**src/rtl/adam_settings.svh**
```systemverilog
`ifndef ADAM_SETTINGS_SVH
`define ADAM_SETTINGS_SVH

// width of the register port data words.
`define ADAM_DATA_WIDTH 32

// clock cycles spent on each serial bit.
`define ADAM_CLKS_PER_BIT 8

`define ADAM_TX_DEPTH 4 // bytes waiting to be sent.
`define ADAM_RX_DEPTH 4 // entries waiting to be read.

`endif
```
**src/rtl/adam_pkg.sv**
```systemverilog
package adam_pkg;

    // register map of the serial port.
    typedef enum logic [1:0] {
        REG_TX_DATA = 2'd0, // write only.
        REG_RX_DATA = 2'd1, // read pops the receive queue.
        REG_STATUS  = 2'd2  // read only.
    } reg_addr_t;

    // frame_err lands on bit 8 of the read word, data on bits 7 to 0.
    typedef struct packed {
        logic       frame_err;
        logic [7:0] data;
    } rx_entry_t;

endpackage

```
**src/rtl/adam.sv**
```systemverilog
`include "adam_settings.svh"

module adam (
    input  logic                        clk,
    input  logic                        reset,
    input  logic                        bus_we,
    input  logic                        bus_re,
    input  adam_pkg::reg_addr_t         bus_addr,
    input  logic [`ADAM_DATA_WIDTH-1:0] bus_wdata,
    output logic [`ADAM_DATA_WIDTH-1:0] bus_rdata,
    output logic                        bus_rvalid,
    input  logic                        pause_req,
    output logic                        pause_ack,
    output logic                        uart_tx,
    input  logic                        uart_rx
);

    import adam_pkg::*;

    logic       tx_push;
    logic [7:0] tx_byte;
    logic       tx_full;
    logic       tx_empty;
    logic       tx_pop;
    logic [7:0] tx_head;

    logic       rx_valid;
    rx_entry_t  rx_entry;
    logic       rx_pop;
    rx_entry_t  rx_head;
    logic       rx_empty;
    logic       rx_full;
    logic       rx_drop;

    assign rx_drop = rx_valid && rx_full; // the new byte is lost.

    adam_regs regs (
        .clk        (clk),
        .reset      (reset),
        .bus_we     (bus_we),
        .bus_re     (bus_re),
        .bus_addr   (bus_addr),
        .bus_wdata  (bus_wdata),
        .bus_rdata  (bus_rdata),
        .bus_rvalid (bus_rvalid),
        .tx_push    (tx_push),
        .tx_byte    (tx_byte),
        .tx_full    (tx_full),
        .rx_pop     (rx_pop),
        .rx_head    (rx_head),
        .rx_empty   (rx_empty),
        .rx_drop    (rx_drop)
    );

    adam_fifo #(.T(logic [7:0]), .DEPTH(`ADAM_TX_DEPTH)) tx_fifo (
        .clk       (clk),
        .reset     (reset),
        .push      (tx_push),
        .push_data (tx_byte),
        .pop       (tx_pop),
        .pop_data  (tx_head),
        .empty     (tx_empty),
        .full      (tx_full)
    );

    adam_uart_tx #(.CLKS_PER_BIT(`ADAM_CLKS_PER_BIT)) serializer (
        .clk       (clk),
        .reset     (reset),
        .q_data    (tx_head),
        .q_empty   (tx_empty),
        .q_pop     (tx_pop),
        .pause_req (pause_req),
        .pause_ack (pause_ack),
        .uart_tx   (uart_tx)
    );

    adam_uart_rx #(.CLKS_PER_BIT(`ADAM_CLKS_PER_BIT)) deserializer (
        .clk      (clk),
        .reset    (reset),
        .uart_rx  (uart_rx),
        .rx_valid (rx_valid),
        .rx_entry (rx_entry)
    );

    adam_fifo #(.T(rx_entry_t), .DEPTH(`ADAM_RX_DEPTH)) rx_fifo (
        .clk       (clk),
        .reset     (reset),
        .push      (rx_valid),
        .push_data (rx_entry),
        .pop       (rx_pop),
        .pop_data  (rx_head),
        .empty     (rx_empty),
        .full      (rx_full)
    );

endmodule

```
**src/rtl/adam_regs.sv**
```systemverilog
`include "adam_settings.svh"

module adam_regs (
    input  logic                         clk,
    input  logic                         reset,
    input  logic                         bus_we,
    input  logic                         bus_re,
    input  adam_pkg::reg_addr_t          bus_addr,
    input  logic [`ADAM_DATA_WIDTH-1:0]  bus_wdata,
    output logic [`ADAM_DATA_WIDTH-1:0]  bus_rdata,
    output logic                         bus_rvalid,
    output logic                         tx_push,
    output logic [7:0]                   tx_byte,
    input  logic                         tx_full,
    output logic                         rx_pop,
    input  adam_pkg::rx_entry_t          rx_head,
    input  logic                         rx_empty,
    input  logic                         rx_drop
);

    import adam_pkg::*;

    logic                        rx_overrun;
    logic                        status_rd;
    logic [`ADAM_DATA_WIDTH-1:0] rd_word;

    // writes to a full queue are dropped here.
    assign tx_push   = bus_we && (bus_addr == REG_TX_DATA) && !tx_full;
    assign tx_byte   = bus_wdata[7:0];
    assign rx_pop    = bus_re && (bus_addr == REG_RX_DATA) && !rx_empty;
    assign status_rd = bus_re && (bus_addr == REG_STATUS);

    always_comb begin
        rd_word = '0;
        case (bus_addr)
            REG_RX_DATA: begin
                if (!rx_empty) begin
                    rd_word[8:0] = rx_head; // empty queue reads zero.
                end
            end
            REG_STATUS: begin
                rd_word[2:0] = {rx_overrun, tx_full, rx_empty};
            end
            default: rd_word = '0;
        endcase
    end

    always_ff @(posedge clk) begin
        if (reset) begin
            bus_rvalid <= 1'b0;
            rx_overrun <= 1'b0;
        end else begin
            bus_rvalid <= bus_re;
            // a drop in the same cycle as the status read is kept.
            if (rx_drop) begin
                rx_overrun <= 1'b1;
            end else if (status_rd) begin
                rx_overrun <= 1'b0;
            end
        end
    end

    always_ff @(posedge clk) begin
        bus_rdata <= bus_re ? rd_word : '0;
    end

endmodule

```
**src/rtl/adam_uart_rx.sv**
```systemverilog
module adam_uart_rx #(
    parameter int CLKS_PER_BIT = 8
) (
    input  logic                clk,
    input  logic                reset,
    input  logic                uart_rx,
    output logic                rx_valid,
    output adam_pkg::rx_entry_t rx_entry
);

    localparam int CNT_W = (CLKS_PER_BIT > 1) ? $clog2(CLKS_PER_BIT) : 1;

    typedef enum logic [2:0] {
        RX_IDLE,
        RX_START,
        RX_DATA,
        RX_STOP,
        RX_WAIT_HIGH
    } rx_state_t;

    rx_state_t        state;
    logic [1:0]       sync;
    logic             rx_sync;
    logic             rx_prev;
    logic [CNT_W-1:0] clk_cnt;
    logic [2:0]       bit_idx;
    logic [7:0]       shreg;
    logic             mid_start;
    logic             bit_done;

    assign rx_sync   = sync[1];
    assign mid_start = (clk_cnt == CNT_W'(CLKS_PER_BIT / 2 - 1));
    assign bit_done  = (clk_cnt == CNT_W'(CLKS_PER_BIT - 1));

    always_ff @(posedge clk) begin
        if (reset) begin
            sync    <= 2'b11;
            rx_prev <= 1'b1;
        end else begin
            sync    <= {sync[0], uart_rx};
            rx_prev <= rx_sync;
        end
    end

    always_ff @(posedge clk) begin
        if (reset) begin
            state    <= RX_IDLE;
            clk_cnt  <= '0;
            bit_idx  <= '0;
            rx_valid <= 1'b0;
        end else begin
            rx_valid <= 1'b0;
            clk_cnt  <= clk_cnt + 1'b1;
            case (state)
                RX_IDLE: begin
                    clk_cnt <= '0;
                    if (rx_prev && !rx_sync) begin
                        state <= RX_START; // falling edge.
                    end
                end
                RX_START: begin
                    if (mid_start) begin
                        clk_cnt <= '0;
                        bit_idx <= '0;
                        // a high line at mid-bit was only a glitch.
                        state   <= rx_sync ? RX_IDLE : RX_DATA;
                    end
                end
                RX_DATA: begin
                    if (bit_done) begin
                        clk_cnt <= '0;
                        bit_idx <= bit_idx + 1'b1;
                        if (bit_idx == 3'd7) begin
                            state <= RX_STOP;
                        end
                    end
                end
                RX_STOP: begin
                    if (bit_done) begin
                        rx_valid <= 1'b1;
                        state    <= rx_sync ? RX_IDLE : RX_WAIT_HIGH;
                    end
                end
                default: begin
                    clk_cnt <= '0;
                    if (rx_sync) begin
                        state <= RX_IDLE; // break is over.
                    end
                end
            endcase
        end
    end

    always_ff @(posedge clk) begin
        if (state == RX_DATA && bit_done) begin
            shreg <= {rx_sync, shreg[7:1]}; // lsb arrives first.
        end
        if (state == RX_STOP && bit_done) begin
            rx_entry.data      <= shreg;
            rx_entry.frame_err <= !rx_sync;
        end
    end

endmodule

```
**src/rtl/adam_uart_tx.sv**
```systemverilog
module adam_uart_tx #(
    parameter int CLKS_PER_BIT = 8
) (
    input  logic       clk,
    input  logic       reset,
    input  logic [7:0] q_data,
    input  logic       q_empty,
    output logic       q_pop,
    input  logic       pause_req,
    output logic       pause_ack,
    output logic       uart_tx
);

    localparam int CNT_W = (CLKS_PER_BIT > 1) ? $clog2(CLKS_PER_BIT) : 1;

    typedef enum logic [1:0] {
        TX_IDLE,
        TX_START,
        TX_DATA,
        TX_STOP
    } tx_state_t;

    tx_state_t        state;
    logic [CNT_W-1:0] clk_cnt;
    logic [2:0]       bit_idx;
    logic [7:0]       shreg;
    logic             bit_done;

    // a new frame only starts from idle and never under pause.
    assign q_pop    = (state == TX_IDLE) && !q_empty && !pause_req;
    assign bit_done = (clk_cnt == CNT_W'(CLKS_PER_BIT - 1));

    always_ff @(posedge clk) begin
        if (reset) begin
            state     <= TX_IDLE;
            clk_cnt   <= '0;
            bit_idx   <= '0;
            uart_tx   <= 1'b1; // line idles high.
            pause_ack <= 1'b0;
        end else begin
            pause_ack <= pause_req && (state == TX_IDLE);
            if (state == TX_IDLE) begin
                clk_cnt <= '0;
                if (q_pop) begin
                    state   <= TX_START;
                    uart_tx <= 1'b0; // start bit.
                end
            end else if (!bit_done) begin
                clk_cnt <= clk_cnt + 1'b1;
            end else begin
                clk_cnt <= '0;
                case (state)
                    TX_START: begin
                        state   <= TX_DATA;
                        bit_idx <= '0;
                        uart_tx <= shreg[0]; // lsb first.
                    end
                    TX_DATA: begin
                        if (bit_idx == 3'd7) begin
                            state   <= TX_STOP;
                            uart_tx <= 1'b1;
                        end else begin
                            bit_idx <= bit_idx + 1'b1;
                            uart_tx <= shreg[0];
                        end
                    end
                    default: state <= TX_IDLE; // end of stop bit.
                endcase
            end
        end
    end

    // payload shifter, loaded on the pop.
    always_ff @(posedge clk) begin
        if (q_pop) begin
            shreg <= q_data;
        end else if (bit_done && (state == TX_START || state == TX_DATA)) begin
            shreg <= {1'b0, shreg[7:1]};
        end
    end

endmodule

```
**src/rtl/adam_fifo.sv**
```systemverilog
module adam_fifo #(
    parameter type T     = logic [7:0],
    parameter int  DEPTH = 4
) (
    input  logic clk,
    input  logic reset,
    input  logic push,
    input  T     push_data,
    input  logic pop,
    output T     pop_data,
    output logic empty,
    output logic full
);

    localparam int PTR_W = (DEPTH > 1) ? $clog2(DEPTH) : 1;
    localparam int CNT_W = $clog2(DEPTH + 1);

    T mem [DEPTH];

    logic [PTR_W-1:0] wr_ptr;
    logic [PTR_W-1:0] rd_ptr;
    logic [CNT_W-1:0] count;
    logic             do_push;
    logic             do_pop;

    function automatic logic [PTR_W-1:0] next_ptr(input logic [PTR_W-1:0] ptr);
        if (ptr == PTR_W'(DEPTH - 1)) begin
            return '0; // wrap for any depth.
        end
        return ptr + 1'b1;
    endfunction

    assign empty    = (count == '0);
    assign full     = (count == CNT_W'(DEPTH));
    assign do_push  = push && !full; // push while full is ignored.
    assign do_pop   = pop && !empty;
    assign pop_data = mem[rd_ptr];   // head entry, no read latency.

    always_ff @(posedge clk) begin
        if (do_push) begin
            mem[wr_ptr] <= push_data;
        end
    end

    always_ff @(posedge clk) begin
        if (reset) begin
            wr_ptr <= '0;
            rd_ptr <= '0;
            count  <= '0;
        end else begin
            if (do_push) begin
                wr_ptr <= next_ptr(wr_ptr);
            end
            if (do_pop) begin
                rd_ptr <= next_ptr(rd_ptr);
            end
            if (do_push && !do_pop) begin
                count <= count + 1'b1;
            end else if (do_pop && !do_push) begin
                count <= count - 1'b1;
            end
        end
    end

endmodule

```
**config.mk**
```make
export PLATFORM = sky130hd
export DESIGN_NAME = adam
export DESIGN_NICKNAME = d
export VERILOG_FILES = /design/src/rtl/adam_pkg.sv /design/src/rtl/adam.sv /design/src/rtl/adam_regs.sv /design/src/rtl/adam_uart_rx.sv /design/src/rtl/adam_uart_tx.sv /design/src/rtl/adam_fifo.sv
export VERILOG_INCLUDE_DIRS = /design/src /design/src/rtl
export SDC_FILE = /design/constraint.sdc
export NUM_CORES = 1
export LEC_CHECK = 0
export ABC_AREA = 1
export BUFFER_PORTS_ARGS = -buffer_cell sky130_fd_sc_hd__buf_2
export CORE_UTILIZATION = 40
export DETAILED_ROUTE_END_ITERATION = 10
export PLACE_DENSITY = 0.57
export SLEW_MARGIN = 20
export SYNTH_ARGS = -nofsm -noshare
export SYNTH_HDL_FRONTEND = slang
export SYNTH_SLANG_ARGS = --single-unit
```
**constraint.sdc**
```tcl
create_clock -name clk -period 6.9 [get_ports clk]
set_clock_uncertainty 0.2 [all_clocks]
set_input_delay 0.69 -clock clk [delete_from_list [all_inputs] [get_ports clk]]
set_output_delay 0.69 -clock clk [all_outputs]
set_load 0.02 [all_outputs]
```
==> flow_metrics.tcl <==
set metrics [dict create \
    avgRoutedWirePerCell_um 12.82 \
    status "completed" \
    die_w_um 124.2 \
    fp.coreArea_um2 14530 \
    critPathKind "flip-flop to flip-flop" \
    die_h_um 124.2 \
    grt_pass1_wl_um 16820 \
    leakage_nw 2.679 \
    first_global_vias 3544 \
    min_path_type "flip-flop to flip-flop" \
    start_util_pct 41.10 \
    synthToLayoutAreaGrowth_pct 14.26 \
    ioPinCount 75 \
    final-max-slew-violation-count 0 \
    mostFrequentLayoutCells "93 x nor2_1, 93 x edfxtp_1, 55 x nand2_1" \
    crit_family "adder cells" \
    clockBufferDepth 2 \
    ir_worst_vdd_mv 0.1734 \
    yosysSeqAreaShare_pct 64.18 \
    synth_warnings 0 \
    r2r-end "tx_fifo.count[2]$_SDFFE_PP0P_" \
    end_kind "flip-flop" \
    critical_path_buf_inv_count 2 \
    rsz0062_at_grt "false" \
    grt_max_degree 20 \
    cts_tree "built" \
    fin_util_pct 46.96 \
    worstPathCellList "inv_1, ha_1, nand3_1, ha_1, inv_1, fa_1, a21oi_1, o21ai_0, o21ai_0, a21oi_1" \
    grt_usage_pct 14.07 \
    die_area_um2 15430 \
    required_ns 7.00 \
    worst-path-stages 10 \
    cpPeakStageDelay_ns 0.43 \
    powerDensity_nw_per_um2 360.2 \
    crit_fanout 13 \
    fin_nets 648 \
    synthCells 545 \
    worst_pin_slew_ns 0.9081 \
    post-dp-hpwl_um 6586 \
    gp_congestion 0.7551 \
    num_rows 44 \
    num_antenna_cells 0 \
    holdBufCountCts 0 \
    clockRootBuffer "clkbuf_16" \
    cts-resized-gates 0 \
    cts_sinks 145 \
    clkTransAtPathRegs_ns 0.06 \
    fin_crit_sh_pct 37.30 \
    vias 3676 \
    drc 0 \
    ant_nets 0 \
    start_kind "flip-flop" \
    endpoint "tx_fifo.count[2]$_SDFFE_PP0P_" \
    tns_ns 0 \
    synth-seq-cells 145 \
    fmax_ghz 0.3886 \
    antenna_found_initial 0 \
    netlist_area_um2 5973 \
    numCtsBuffers 17 \
    fin_crit_ns 2.574 \
    slew_headroom_pct 39.23 \
    regToRegStartpoint "serializer.state[0]$_SDFFE_PP0P_" \
    crit_start "serializer.state[0]$_SDFFE_PP0P_" \
    syn_avg_cell_area_um2 10.96 \
    worst_ep_arrival_time_ns 2.67 \
    ys_types 34 \
    clk_latency_ns 0.42 \
    viasPerCell 4.737 \
    drt_iter0_markers 218 \
    cts.htree.levels 4 \
    io_buffer_count 27 \
    drv_cap 0 \
    drive_gt1_share_pct 13.01 \
    crit_path_top_delay_cell "fa_1" \
    rr_worst_depth 10 \
    setup_viol 0 \
    drt_wl_total_um 9952 \
    hold_violations 0 \
    reg2reg_slack_ns 4.33 \
    first_pass_iters 4 \
    post-cts-setup-buffer-count 0 \
    overflow 0 \
]
==> kinds of logic after synthesis <==
kind of cell    synth area share [%]
fa+ha+maj                      6.326
other cells                  0.06278
flops                          64.18
buf+inv                        7.499
compound gates                 8.735
simple gates                   13.20
==> flip-flops by register name (all words and copies together) (netlist names), 8 cells and up, named ones only <==
signal and flops:
rx_fifo.mem 36, deserializer.shreg 8, serializer.shreg 8, deserializer.rx_entry 9, regs.bus_rdata 9, tx_fifo.mem 32
==> worst register-to-register path, stage by stage (launching register included) <==
cell and delay, ns:
dfxtp_1 0.32, inv_1 0.06, ha_1 0.22, nand3_1 0.41
ha_1 0.24, inv_1 0.07, fa_1 0.43, a21oi_1 0.14
o21ai_0 0.12, o21ai_0 0.19, a21oi_1 0.06
==> metal layers <==
layer	track usage, %	vias up	wire [um]
met5	0	-	0
li1	-	1863	-
met1	17.24	1713	4621
met3	4.483	17	529
met2	22.13	83	4598
met4	7.371	0	202
==> layout make-up <==
class                   count  area, um2
fillers                  1311       7709
flip-flops and latches    145       3834
multi-input cells         334       1774
clock buffers              20      436.7
well taps                 184      230.2
clock inverters            12      212.7
inverters                  54      202.7
repair buffers             27      135.1
==> worst min-delay path by stage <==
stage / from / end / slack [ns] / cells past startpoint
after floorplan: deserializer.sync[0]$_SDFF_PP1_ / deserializer.sync[1]$_SDFF_PP1_ / 0.19 / 1
after global routing: deserializer.shreg[0]$_DFFE_PP_ / deserializer.rx_entry[0]$_DFFE_PP_ / 0.22 / 0
after CTS: deserializer.shreg[0]$_DFFE_PP_ / deserializer.rx_entry[0]$_DFFE_PP_ / 0.22 / 0
after global placement: deserializer.sync[0]$_SDFF_PP1_ / deserializer.sync[1]$_SDFF_PP1_ / 0.19 / 1
final: deserializer.sync[0]$_SDFF_PP1_ / deserializer.sync[1]$_SDFF_PP1_ / 0.21 / 1
after detailed placement: deserializer.sync[0]$_SDFF_PP1_ / deserializer.sync[1]$_SDFF_PP1_ / 0.20 / 1
==> stage by stage <==
stage | setup WS [ns] | power [mW] | cell area (um2) | instances | hold WS, ns
6_report | 4.326 | 2.458 | 6825 | 776 | 0.2141
5_1_grt | 4.025 | 2.586 | 6825 | 776 | 0.2240
4_1_cts | 4.320 | 2.481 | 6825 | 776 | 0.2152
3_5_place_dp | 3.971 | 1.474 | 6176 | 744 | 0.2030
3_3_place_gp | 4.100 | 1.458 | 6176 | 744 | 0.1940
2_1_floorplan | 4.390 | 1.392 | 6056 | 567 | 0.1895
==> synthesized netlist by cell type <==
master	instances	area (um2)
edfxtp_1	93	2793
nor2_1	93	349.1
nand2_1	55	206.5
dfxtp_1	52	1041
inv_1	49	183.9
o21ai_0	49	245.2
a21oi_1	28	140.1
buf_4	27	202.7
ha_1	27	337.8
nand3_1	14	70.07
nand2_2	6	37.54
o22ai_1	6	37.54
inv_2	5	18.77
nor2_2	5	31.28
buf_2	4	20.02
a22oi_1	3	22.52
a31oi_1	3	18.77
o21ai_1	3	15.01
a211oi_1	2	15.01
a21oi_2	2	17.52
fa_1	2	40.04
nand4_1	2	12.51
nor2_4	2	22.52
nor3_1	2	10.01
or2_2	2	12.51
buf_1	1	3.750
clkbuf_2	1	5.000
clkbuf_8	1	13.76
conb_1	1	3.750
nand2_4	1	11.26
nand3b_1	1	7.510
nor3_2	1	10.01
nor3b_1	1	7.510
o211a_1	1	10.01
==> power breakdown <==
| group | switching, mW | internal, mW | total (mW) |
|---|---|---|---|
| logic | 0.273 | 0.130 | 0.403 |
| registers | 0.0529 | 1.00 | 1.05 |
| clock network | 0.330 | 0.673 | 1.00 |
No activity file was read; power rests on OpenSTA's default activity.
